### src/include/io_settings.svh
`ifndef IO_SETTINGS_SVH
`define IO_SETTINGS_SVH

// --------------------------------------------------
// device pages
// --------------------------------------------------

`define IO_LEDS_PAGE 24'hFD0FFF // adr[31:8]
`define IO_RST_PAGE 24'hFD0FFC  // adr[31:8]
`define IO_SCR_PAGE 12'h001     // adr[31:20] for the whole region

// scratchpad size in 32-bit words
`define IO_SCR_WORDS 64

// --------------------------------------------------
// node resets
// --------------------------------------------------

`define IO_NODE_COUNT 8
`define RST_HOLD_CYCLES 64 // node_clk cycles a mask stays applied

// --------------------------------------------------
// periodic tick
// --------------------------------------------------

`define TICK_PERIOD 100 // count runs 1 .. TICK_PERIOD
`define TICK_ON 15
`define TICK_OFF 20

`endif

### src/rtl/io_pkg.sv
package io_pkg;

	`include "io_settings.svh"

	// --------------------------------------------------
	// bus words
	// --------------------------------------------------

	typedef logic [31:0] bus_adr_t; // byte address
	typedef logic [31:0] bus_dat_t;
	typedef logic [3:0] bus_sel_t;  // one enable per byte lane

	// --------------------------------------------------
	// device select
	// --------------------------------------------------

	// target picked by the decode stage
	typedef enum logic [1:0] {
		dev_none = 2'd0, // unmapped address
		dev_leds = 2'd1,
		dev_rst = 2'd2,
		dev_scr = 2'd3
	} dev_sel_t;

	// one reset bit per node
	typedef logic [`IO_NODE_COUNT-1:0] node_mask_t;

endpackage

### src/rtl/node_reset_ctrl.sv
`include "io_settings.svh"

module node_reset_ctrl (
	input logic node_clk,
	input logic rst,
	input logic wr_i,
	input io_pkg::node_mask_t mask_i,
	output io_pkg::node_mask_t node_rst_o
);

	import io_pkg::*;

	localparam int unsigned HOLD = `RST_HOLD_CYCLES;
	localparam int unsigned HOLD_W = $clog2(HOLD + 1);

	node_mask_t mask_q;
	logic [HOLD_W-1:0] hold_cnt; // saturates at HOLD
	logic holding;

	assign holding = (hold_cnt < HOLD_W'(HOLD));

	always_ff @(posedge node_clk) begin
		if (rst) begin
			mask_q <= '1; // every node held after system reset
			hold_cnt <= '0;
		end else if (wr_i) begin
			mask_q <= mask_i;
			hold_cnt <= '0; // restart the hold
		end else if (holding) begin
			hold_cnt <= hold_cnt + 1'b1;
		end else begin
			mask_q <= '0; // release once the hold is over
		end
	end

	// mask applies only during the hold window
	assign node_rst_o = holding ? mask_q : '0;

endmodule

### src/rtl/tick_timer.sv
`include "io_settings.svh"

module tick_timer (
	input logic node_clk,
	input logic rst,
	output logic tick_irq_o
);

	localparam int unsigned CNT_W = $clog2(`TICK_PERIOD + 1);

	logic [CNT_W-1:0] tick_cnt;

	// free-running count 1 .. TICK_PERIOD
	always_ff @(posedge node_clk) begin
		if (rst) begin
			tick_cnt <= CNT_W'(1);
			tick_irq_o <= 1'b0;
		end else begin
			if (tick_cnt == CNT_W'(`TICK_PERIOD))
				tick_cnt <= CNT_W'(1); // wrap
			else
				tick_cnt <= tick_cnt + 1'b1;

			if (tick_cnt == CNT_W'(`TICK_ON))
				tick_irq_o <= 1'b1;
			else if (tick_cnt == CNT_W'(`TICK_OFF))
				tick_irq_o <= 1'b0;
		end
	end

endmodule

### src/rtl/io_decode.sv
`include "io_settings.svh"

module io_decode (
	input logic node_clk,
	input logic rst,
	input logic stb_i,
	input logic we_i,
	input io_pkg::bus_sel_t sel_i,
	input io_pkg::bus_adr_t adr_i,
	input io_pkg::bus_dat_t dat_i,
	output logic req_vld_o,
	output io_pkg::dev_sel_t req_dev_o,
	output logic req_we_o,
	output io_pkg::bus_sel_t req_sel_o,
	output logic [5:0] req_word_o,
	output io_pkg::bus_dat_t req_dat_o
);

	import io_pkg::*;

	logic stb_q;     // strobe seen at the previous edge
	logic accept;
	dev_sel_t dev_nxt;

	// master holds stb until the reply, so only the rising edge counts
	assign accept = stb_i & ~stb_q;

	// --------------------------------------------------
	// page decode
	// --------------------------------------------------

	always_comb begin
		if (adr_i[31:8] == `IO_LEDS_PAGE)
			dev_nxt = dev_leds;
		else if (adr_i[31:8] == `IO_RST_PAGE)
			dev_nxt = dev_rst;
		else if (adr_i[31:20] == `IO_SCR_PAGE)
			dev_nxt = dev_scr;
		else
			dev_nxt = dev_none; // answered with a bus error
	end

	// --------------------------------------------------
	// request register
	// --------------------------------------------------

	always_ff @(posedge node_clk) begin
		if (rst) begin
			stb_q <= 1'b0;
			req_vld_o <= 1'b0;
		end else begin
			stb_q <= stb_i;
			req_vld_o <= accept; // single cycle pulse
		end
	end

	// payload qualified by req_vld_o downstream
	always_ff @(posedge node_clk) begin
		if (accept) begin
			req_dev_o <= dev_nxt;
			req_we_o <= we_i;
			req_sel_o <= sel_i;
			req_word_o <= adr_i[7:2]; // word within the page
			req_dat_o <= dat_i;
		end
	end

endmodule

### src/rtl/io_devices.sv
`include "io_settings.svh"

module io_devices (
	input logic node_clk,
	input logic rst,
	input logic req_vld_i,
	input io_pkg::dev_sel_t req_dev_i,
	input logic req_we_i,
	input io_pkg::bus_sel_t req_sel_i,
	input logic [5:0] req_word_i,
	input io_pkg::bus_dat_t req_dat_i,
	output logic rsp_vld_o,
	output logic rsp_hit_o,
	output io_pkg::bus_dat_t rsp_dat_o,
	output logic [7:0] leds_o,
	output io_pkg::node_mask_t node_rst_o
);

	import io_pkg::*;

	bus_dat_t scr_mem [`IO_SCR_WORDS];
	bus_dat_t rd_dat;
	logic leds_wr;
	logic rst_wr;
	logic scr_wr;

	assign leds_wr = req_vld_i & req_we_i & (req_dev_i == dev_leds);
	assign rst_wr = req_vld_i & req_we_i & (req_dev_i == dev_rst);
	assign scr_wr = req_vld_i & req_we_i & (req_dev_i == dev_scr);

	// --------------------------------------------------
	// node reset controller
	// --------------------------------------------------

	node_reset_ctrl u_node_reset_ctrl (
		.node_clk (node_clk),
		.rst (rst),
		.wr_i (rst_wr),
		.mask_i (req_dat_i[`IO_NODE_COUNT-1:0]),
		.node_rst_o (node_rst_o)
	);

	// --------------------------------------------------
	// led register and scratchpad
	// --------------------------------------------------

	always_ff @(posedge node_clk) begin
		if (rst)
			leds_o <= 8'h00;
		else if (leds_wr)
			leds_o <= req_dat_i[7:0]; // byte 0 only
	end

	always_ff @(posedge node_clk) begin
		if (scr_wr) begin
			for (int b = 0; b < 4; b++) begin
				if (req_sel_i[b])
					scr_mem[req_word_i][b*8 +: 8] <= req_dat_i[b*8 +: 8];
			end
		end
	end

	// read mux
	always_comb begin
		case (req_dev_i)
			dev_leds: rd_dat = {24'h000000, leds_o};
			dev_rst: rd_dat = bus_dat_t'(node_rst_o);
			dev_scr: rd_dat = scr_mem[req_word_i];
			default: rd_dat = '0;
		endcase
	end

	// --------------------------------------------------
	// response register
	// --------------------------------------------------

	always_ff @(posedge node_clk) begin
		if (rst)
			rsp_vld_o <= 1'b0;
		else
			rsp_vld_o <= req_vld_i;
	end

	always_ff @(posedge node_clk) begin
		rsp_hit_o <= (req_dev_i != dev_none);
		rsp_dat_o <= req_we_i ? '0 : rd_dat; // writes return zero
	end

endmodule

### src/rtl/io_respond.sv
module io_respond (
	input logic node_clk,
	input logic rst,
	input logic rsp_vld_i,
	input logic rsp_hit_i,
	input io_pkg::bus_dat_t rsp_dat_i,
	output logic ack_o,
	output logic err_o,
	output io_pkg::bus_dat_t dat_o
);

	logic take;

	assign take = rsp_vld_i & rsp_hit_i;

	// --------------------------------------------------
	// reply register
	// --------------------------------------------------

	// devices only send one pulse per request, so ack and err
	// follow as single cycle pulses too
	always_ff @(posedge node_clk) begin
		if (rst) begin
			ack_o <= 1'b0;
			err_o <= 1'b0;
			dat_o <= '0;
		end else begin
			ack_o <= take;
			err_o <= rsp_vld_i & ~rsp_hit_i; // unmapped address
			dat_o <= take ? rsp_dat_i : '0; // bus idles at zero
		end
	end

endmodule

### src/rtl/io_top.sv
module io_top (
	input logic node_clk,
	input logic rst,
	input logic stb_i,
	input logic we_i,
	input io_pkg::bus_sel_t sel_i,
	input io_pkg::bus_adr_t adr_i,
	input io_pkg::bus_dat_t dat_i,
	output logic ack_o,
	output logic err_o,
	output io_pkg::bus_dat_t dat_o,
	output logic [7:0] leds_o,
	output io_pkg::node_mask_t node_rst_o,
	output logic tick_irq_o
);

	import io_pkg::*;

	// decode -> devices
	logic req_vld;
	dev_sel_t req_dev;
	logic req_we;
	bus_sel_t req_sel;
	logic [5:0] req_word;
	bus_dat_t req_dat;

	// devices -> respond
	logic rsp_vld;
	logic rsp_hit;
	bus_dat_t rsp_dat;

	// --------------------------------------------------
	// three stage pipe
	// --------------------------------------------------

	io_decode u_decode (
		.node_clk (node_clk),
		.rst (rst),
		.stb_i (stb_i),
		.we_i (we_i),
		.sel_i (sel_i),
		.adr_i (adr_i),
		.dat_i (dat_i),
		.req_vld_o (req_vld),
		.req_dev_o (req_dev),
		.req_we_o (req_we),
		.req_sel_o (req_sel),
		.req_word_o (req_word),
		.req_dat_o (req_dat)
	);

	io_devices u_devices (
		.node_clk (node_clk),
		.rst (rst),
		.req_vld_i (req_vld),
		.req_dev_i (req_dev),
		.req_we_i (req_we),
		.req_sel_i (req_sel),
		.req_word_i (req_word),
		.req_dat_i (req_dat),
		.rsp_vld_o (rsp_vld),
		.rsp_hit_o (rsp_hit),
		.rsp_dat_o (rsp_dat),
		.leds_o (leds_o),
		.node_rst_o (node_rst_o)
	);

	io_respond u_respond (
		.node_clk (node_clk),
		.rst (rst),
		.rsp_vld_i (rsp_vld),
		.rsp_hit_i (rsp_hit),
		.rsp_dat_i (rsp_dat),
		.ack_o (ack_o),
		.err_o (err_o),
		.dat_o (dat_o)
	);

	// runs beside the pipe
	tick_timer u_tick_timer (
		.node_clk (node_clk),
		.rst (rst),
		.tick_irq_o (tick_irq_o)
	);

endmodule

### config.mk
export PLATFORM = sky130hd
export DESIGN_NAME = io_top
export DESIGN_NICKNAME = d
export VERILOG_FILES = /design/src/rtl/io_pkg.sv /design/src/rtl/node_reset_ctrl.sv /design/src/rtl/tick_timer.sv /design/src/rtl/io_decode.sv /design/src/rtl/io_devices.sv /design/src/rtl/io_respond.sv /design/src/rtl/io_top.sv
export VERILOG_INCLUDE_DIRS = /design/src /design/src/include
export SDC_FILE = /design/constraint.sdc
export NUM_CORES = 2
export LEC_CHECK = 0
export ABC_AREA = 1
export BUFFER_PORTS_ARGS = -buffer_cell sky130_fd_sc_hd__clkbuf_2
export CELL_PAD_IN_SITES_DETAIL_PLACEMENT = 1
export CELL_PAD_IN_SITES_GLOBAL_PLACEMENT = 1
export CORE_MARGIN = 5
export CORE_UTILIZATION = 42
export DETAILED_ROUTE_END_ITERATION = 12
export PLACE_DENSITY_LB_ADDON = 0.25
export RECOVER_POWER = 25
export SLEW_MARGIN = 20
export SYNTH_ARGS = -nofsm -noshare
export SYNTH_HDL_FRONTEND = slang
export SYNTH_SLANG_ARGS = --single-unit
### constraint.sdc
create_clock -name node_clk -period 5.4 [get_ports node_clk]
set_input_delay 1.08 -clock node_clk [delete_from_list [all_inputs] [get_ports node_clk]]
set_output_delay 1.08 -clock node_clk [all_outputs]
set_load 0.02 [all_outputs]
======== Word-level counts from Yosys, hierarchy flattened ========
Memory sizes are Yosys's and may differ from the RTL's. A register that Yosys moved wholly into a read port is not among the register bits.
Cells that the tools add are included.
cells by class
  add/subtract/negate cells ............... 2
  $mul .................................... 0
  div/mod/pow operators ................... 0
  $lt $le $gt $ge ......................... 1
  equality and inequality tests ........... 9
  shift-type cells ........................ 0
  multiplexer cells ....................... 20
  bitwise operators ....................... 10
  reduce and logical (&&, ||, !) cells .... 5
operators with widths
  operator                                                           count
  32-bit case mux with 3 select lines                                1
  24-bit == test (second input constant)                             2
  8-bit 2-to-1 mux                                                   2
  7-bit by 1-bit adder with 7-bit output (second input constant)     2
  1-bit 2-to-1 mux                                                   14
  12-bit by 1-bit == test with 1-bit output (second input constant)  1
  1-bit AND                                                          7
  7-bit by 4-bit == test with 1-bit output (second input constant)   1
  7-bit by 5-bit == test with 1-bit output (second input constant)   1
  7-bit == test (second input constant)                              1
  7-bit less-than comparator (second input constant)                 1
  6-bit 2-to-1 mux                                                   1
  2-bit OR reduction                                                 3
  2-bit == test (second input constant)                              2
  2-bit 2-to-1 mux                                                   2
  2-bit nonzero test                                                 2
  1-bit inverter                                                     3
  2-bit by 1-bit == test with 1-bit output (second input constant)   1
word-level totals
  register bits ........................... 146
  latch bits .............................. 0
  memory bits (writable) .................. 2,048
  memory bits (read-only) ................. 0
  output and inout port bits .............. 51
  memories ................................ 1
memory list
  name               depth  width  rd ports  clocked after Yosys merged registers in  write ports  line              RTL
  u_devices.scr_mem  64     32     1         1                                        1            io_devices.sv:21  bus_dat_t scr_mem [`IO_SCR_WORDS];

======== Logic depth before layout (Yosys ltp) ========
  word-level depth ........................ 4
  gate-level depth with buffers ........... 14
  depth with buffers taken out ............ 11

======== Cells and area by module ========
A second synthesis with hierarchy kept.
unflattened totals
  cells, all modules ...................... 8,279
  area total of the unflattened synthesis .. 89,567.2 µm²
by module, submodules not included
  module           instances  cells an instance  area each (µm²)
  io_devices       1          7,933              85,941.2
  io_decode        1          88                 1,560.2
  io_respond       1          106                992.2
  node_reset_ctrl  1          96                 689.4
  tick_timer       1          56                 384.1

======== Worst setup path after synthesis ========
Ideal clock, no wire load.
  kind .................................... input -> register
  from .................................... in stb_i
  to ...................................... reg u_decode.req_dat_o[0], enable pin
  library setup time ...................... 425 ps
  arrival ................................. 2,710 ps
  data required time ...................... 4,975 ps
  path slack .............................. 2,265 ps
  stages on the path ...................... 3
  path buffers ............................ 1
  cell sequence ........................... inv_1 > nor2_1 > clkbuf_1
on the way
  longest elaborated chain between the ends .. 1
RTL lines
  what                       line             RTL
  start, declared            io_top.sv:4      input logic stb_i,
  1-bit AND                  io_decode.sv:26  assign accept = stb_i & ~stb_q;
  named net u_decode.accept  io_decode.sv:22  logic accept;
  end signal, assigned       io_decode.sv:64  req_dat_o <= dat_i;
  end, declared              io_decode.sv:16  output io_pkg::bus_dat_t req_dat_o
The timed path passes the listed nets, and every way through them passes these cells.
A chain may end at the register's enable or synchronous reset.

======== Final worst setup path ========
  from .................................... reg u_decode.req_dat_o[23]
  to ...................................... mem u_devices.scr_mem[20][23] in the netlist's numbering, data pin
RTL lines
  what           line
  end, declared  io_devices.sv:21
Straight into the memory's write port.

==> reports/metrics.cfg <==
[clocking]
clk_latency_ns = 0.87
post-cts-setup-buffers = 0
cts_buffers = 225
clk_pin_slew_ns = 0.06
cts.sinks = 2200
cts.htree.levels = 4
clockRootBuffer = clkbuf_16
cts_tree = done
clk_path_buf_depth = 3
postCtsResizedCells = 0
ctsHoldBuffers = 0

[floorplanning]
fp.dieW_um = 466
num_rows = 167
die_h_um = 466
design.die.area_um2 = 217000
start_util_pct = 42.1
core_area_um2 = 207000
io_pins = 123

[pwr]
power_frac_clock_pct = 41.4
seqPwrFrac_pct = 50.6
vdd_ir_drop_max_v = 0.000325
power_switching_mw = 8.93
p_total_mw = 37.2
combPwrFrac_pct = 8.1
p_leak_nw = 32.4
swShare_pct = 24.0
intPower_mw = 28.3
p_per_area_nw_per_um2 = 382

[setup_path]
slowest_delay_ns = 2.63
critPathBufInv = 1
cp_data_required_time_ns = 5.49
worst-setup-path-type = reg -> reg
crit_slowest_cell = clkbuf_1
cp-start-kind = register
cp_cell_sequence = clkbuf_1
path_max_fanout = 64
crit_family = buffers and inverters
crit_arrival_ns = 3.95
endpoint_kind = register

[logic_synthesis]
yosysMostFrequentCell = edfxtp_1
synthFlopType = edfxtp_1
synthesis.instances = 7181
synth_nets = 7256
ys_async_sr_fraction_pct = 0
synth_area_per_cell_um2 = 12.1
yosys_warnings = 0
synth_common_cells = edfxtp_1, nand2_1, nor2_1
seq_area_frac_synth_pct = 74.5
ys_ff_latch = 2200
synth_area_um2 = 87200
synth_top_area_cell = edfxtp_1
synth_edf_count = 2093
synth_cell_types = 32
synth_top_area_share_pct = 72.1
netlist_top_cells_area = edfxtp_1, nand2_1, nand3_1

[sta]
hold_violations = 0
period_needed_ns = 3.86
fin_setup_tns_ns = 0
fmax_mhz = 259
relSlewSlack_pct = -158
final.setup_skew_ns = 0.0407
holdWs_ns = 0.382
worst_pin_slew_ns = 3.86
rsz0062_at_grt = false
drv_slew = 1383
finalCritPeriodShare_pct = 71.5
layout_setup_ws_ns = 1.54
setup_viol = 0

[drt]
vias = 57900
drtIter0Drc = 5759
drc = 0
ant_nets = 0
drtPass1Iterations = 6
wl_per_cell_um = 27.1
viasPerCell = 5.75
routed_wl_um = 273000

[grt]
grt_usage_pct = 24.6
grt_pass1_wl_um = 396000
grt_pass1_vias = 58900
antenna_found_initial = 21
grt_start_max_net_pins = 164
overflow = 0

[finish]
multi_input_area_um2 = 19600
syn_to_final_growth_pct = 11.6
nets = 7225
nFillCells = 21300
fin_area_um2 = 97300
final-seq-area_um2 = 65000
drive_gt1_share_pct = 7.14

[job]
max-cap-violations = 22

[placed_design]
io_buffers = 120
place_area_um2 = 90100
dpl_worst_slack_ns = 1.67
globalplace.congestion = 0.802
dp_hpwl_um = 156000

[status]
failed_checks = capacitance limit, slew limit
outcome = finished with violations

[worst_hold_path]
hold_path.class = in -> reg

## stage by stage
step	util, %	std cells
after global placement	43.6	9627
after floorplan	-	7181
after detailed placement	43.6	9627
after CTS	47.0	10100
after global routing	47.0	10100
final	47.0	10100
## sequential cells by signal, indices dropped and copies added (netlist names), named ones only
name                                  flops
u_decode.req_we_o                         1
u_devices.rsp_vld_o                       1
u_devices.rsp_dat_o                      32
u_decode.req_word_o                       6
u_decode.req_dev_o                        2
u_respond.dat_o                          32
u_tick_timer.tick_cnt                     7
u_devices.leds_o                          8
u_respond.err_o                           1
u_devices.rsp_hit_o                       1
u_devices.u_node_reset_ctrl.hold_cnt      7
u_decode.stb_q                            1
u_respond.ack_o                           1
u_devices.u_node_reset_ctrl.mask_q        8
u_decode.req_dat_o                       32
u_decode.req_sel_o                        4
u_devices.scr_mem                      2048
u_tick_timer.tick_irq_o                   1
u_decode.req_vld_o                        1
## path summary, 6_finish.rpt
path                                            from                                   to  slack, ns  depth (start not counted)
hold / removal                              dat_i[4]      u_decode.req_dat_o[4]$_DFFE_PP_       0.38                          1
setup / recovery    u_decode.req_dat_o[23]$_DFFE_PP_  u_devices.scr_mem[20][23]$_DFFE_PP_       1.54                          1
hold reg to reg   u_devices.rsp_dat_o[30]$_SDFF_PP0_       u_respond.dat_o[30]$_SDFF_PP0_       0.41                          2
setup reg to reg    u_decode.req_dat_o[23]$_DFFE_PP_  u_devices.scr_mem[20][23]$_DFFE_PP_       1.54                          1
## logic make-up (layout without fill, tap and decap cells)
group	count (synthesis)	count (layout)	synth area share, %
compound gates	1083	1083	6.79
fa+ha+maj	3	3	0.0431
xor+xnor	1	1	0.0100
other cells	0	12	0
buf+inv	590	760	3.03
simple gates	3304	3304	15.6
flops	2200	2200	74.5
## power groups by stage
stage	sequential, mW	clock, mW	combinational (mW)
after floorplan	19.2	0	1.77
after global placement	19.1	0	2.91
after detailed placement	19.1	0	2.98
after CTS	18.8	15.6	3.00
after global routing	18.8	16.3	3.25
final	18.8	15.4	3.00
## final cells by class
cell class / count / area share [%]
Antenna cell: 12 / 0.0309
Clock buffer: 299 / 6.21
Clock inverter: 129 / 1.21
Inverter: 112 / 0.461
Multi-Input combinational cell: 4391 / 20.1
Sequential cell: 2200 / 66.8
Tap cell: 2704 / 3.48
Timing Repair Buffer: 220 / 1.62
## per-layer routing
metal  wire, µm  share of wire, %  track usage, %
met5         69             0.025               0
met4      10900               4.0            9.51
met3      19500               7.1            4.32
met2     128000                47            39.5
met1     114000                42            33.5
## cell usage in the layout, fill, tap and decap left out, types with 2 or more instances in the layout
cell	count
and3_1	6
edfxtp_1	2093
o211ai_1	12
inv_1	104
inv_6	8
o221ai_1	22
o31ai_1	15
dfxtp_4	5
dfxtp_1	101
ha_1	3
o21ai_1	11
nor2_4	2
clkinvlp_4	5
clkbuf_8	7
buf_12	25
clkinv_8	5
bufinv_16	20
nor3b_1	3
nand2_2	4
inv_8	3
nor2_2	3
clkbuf_1	94
nor3_1	25
o21ai_0	650
o22ai_1	263
a21oi_1	101
buf_4	53
nand3_1	870
clkinv_1	54
nor2_1	1002
clkbuf_2	112
a22oi_1	8
nand2_1	1379
diode_2	12
clkinv_2	39
clkbuf_16	228
inv_2	2
nor4_1	2
nand4_1	5
No activity file was read; power rests on OpenSTA's default activity.
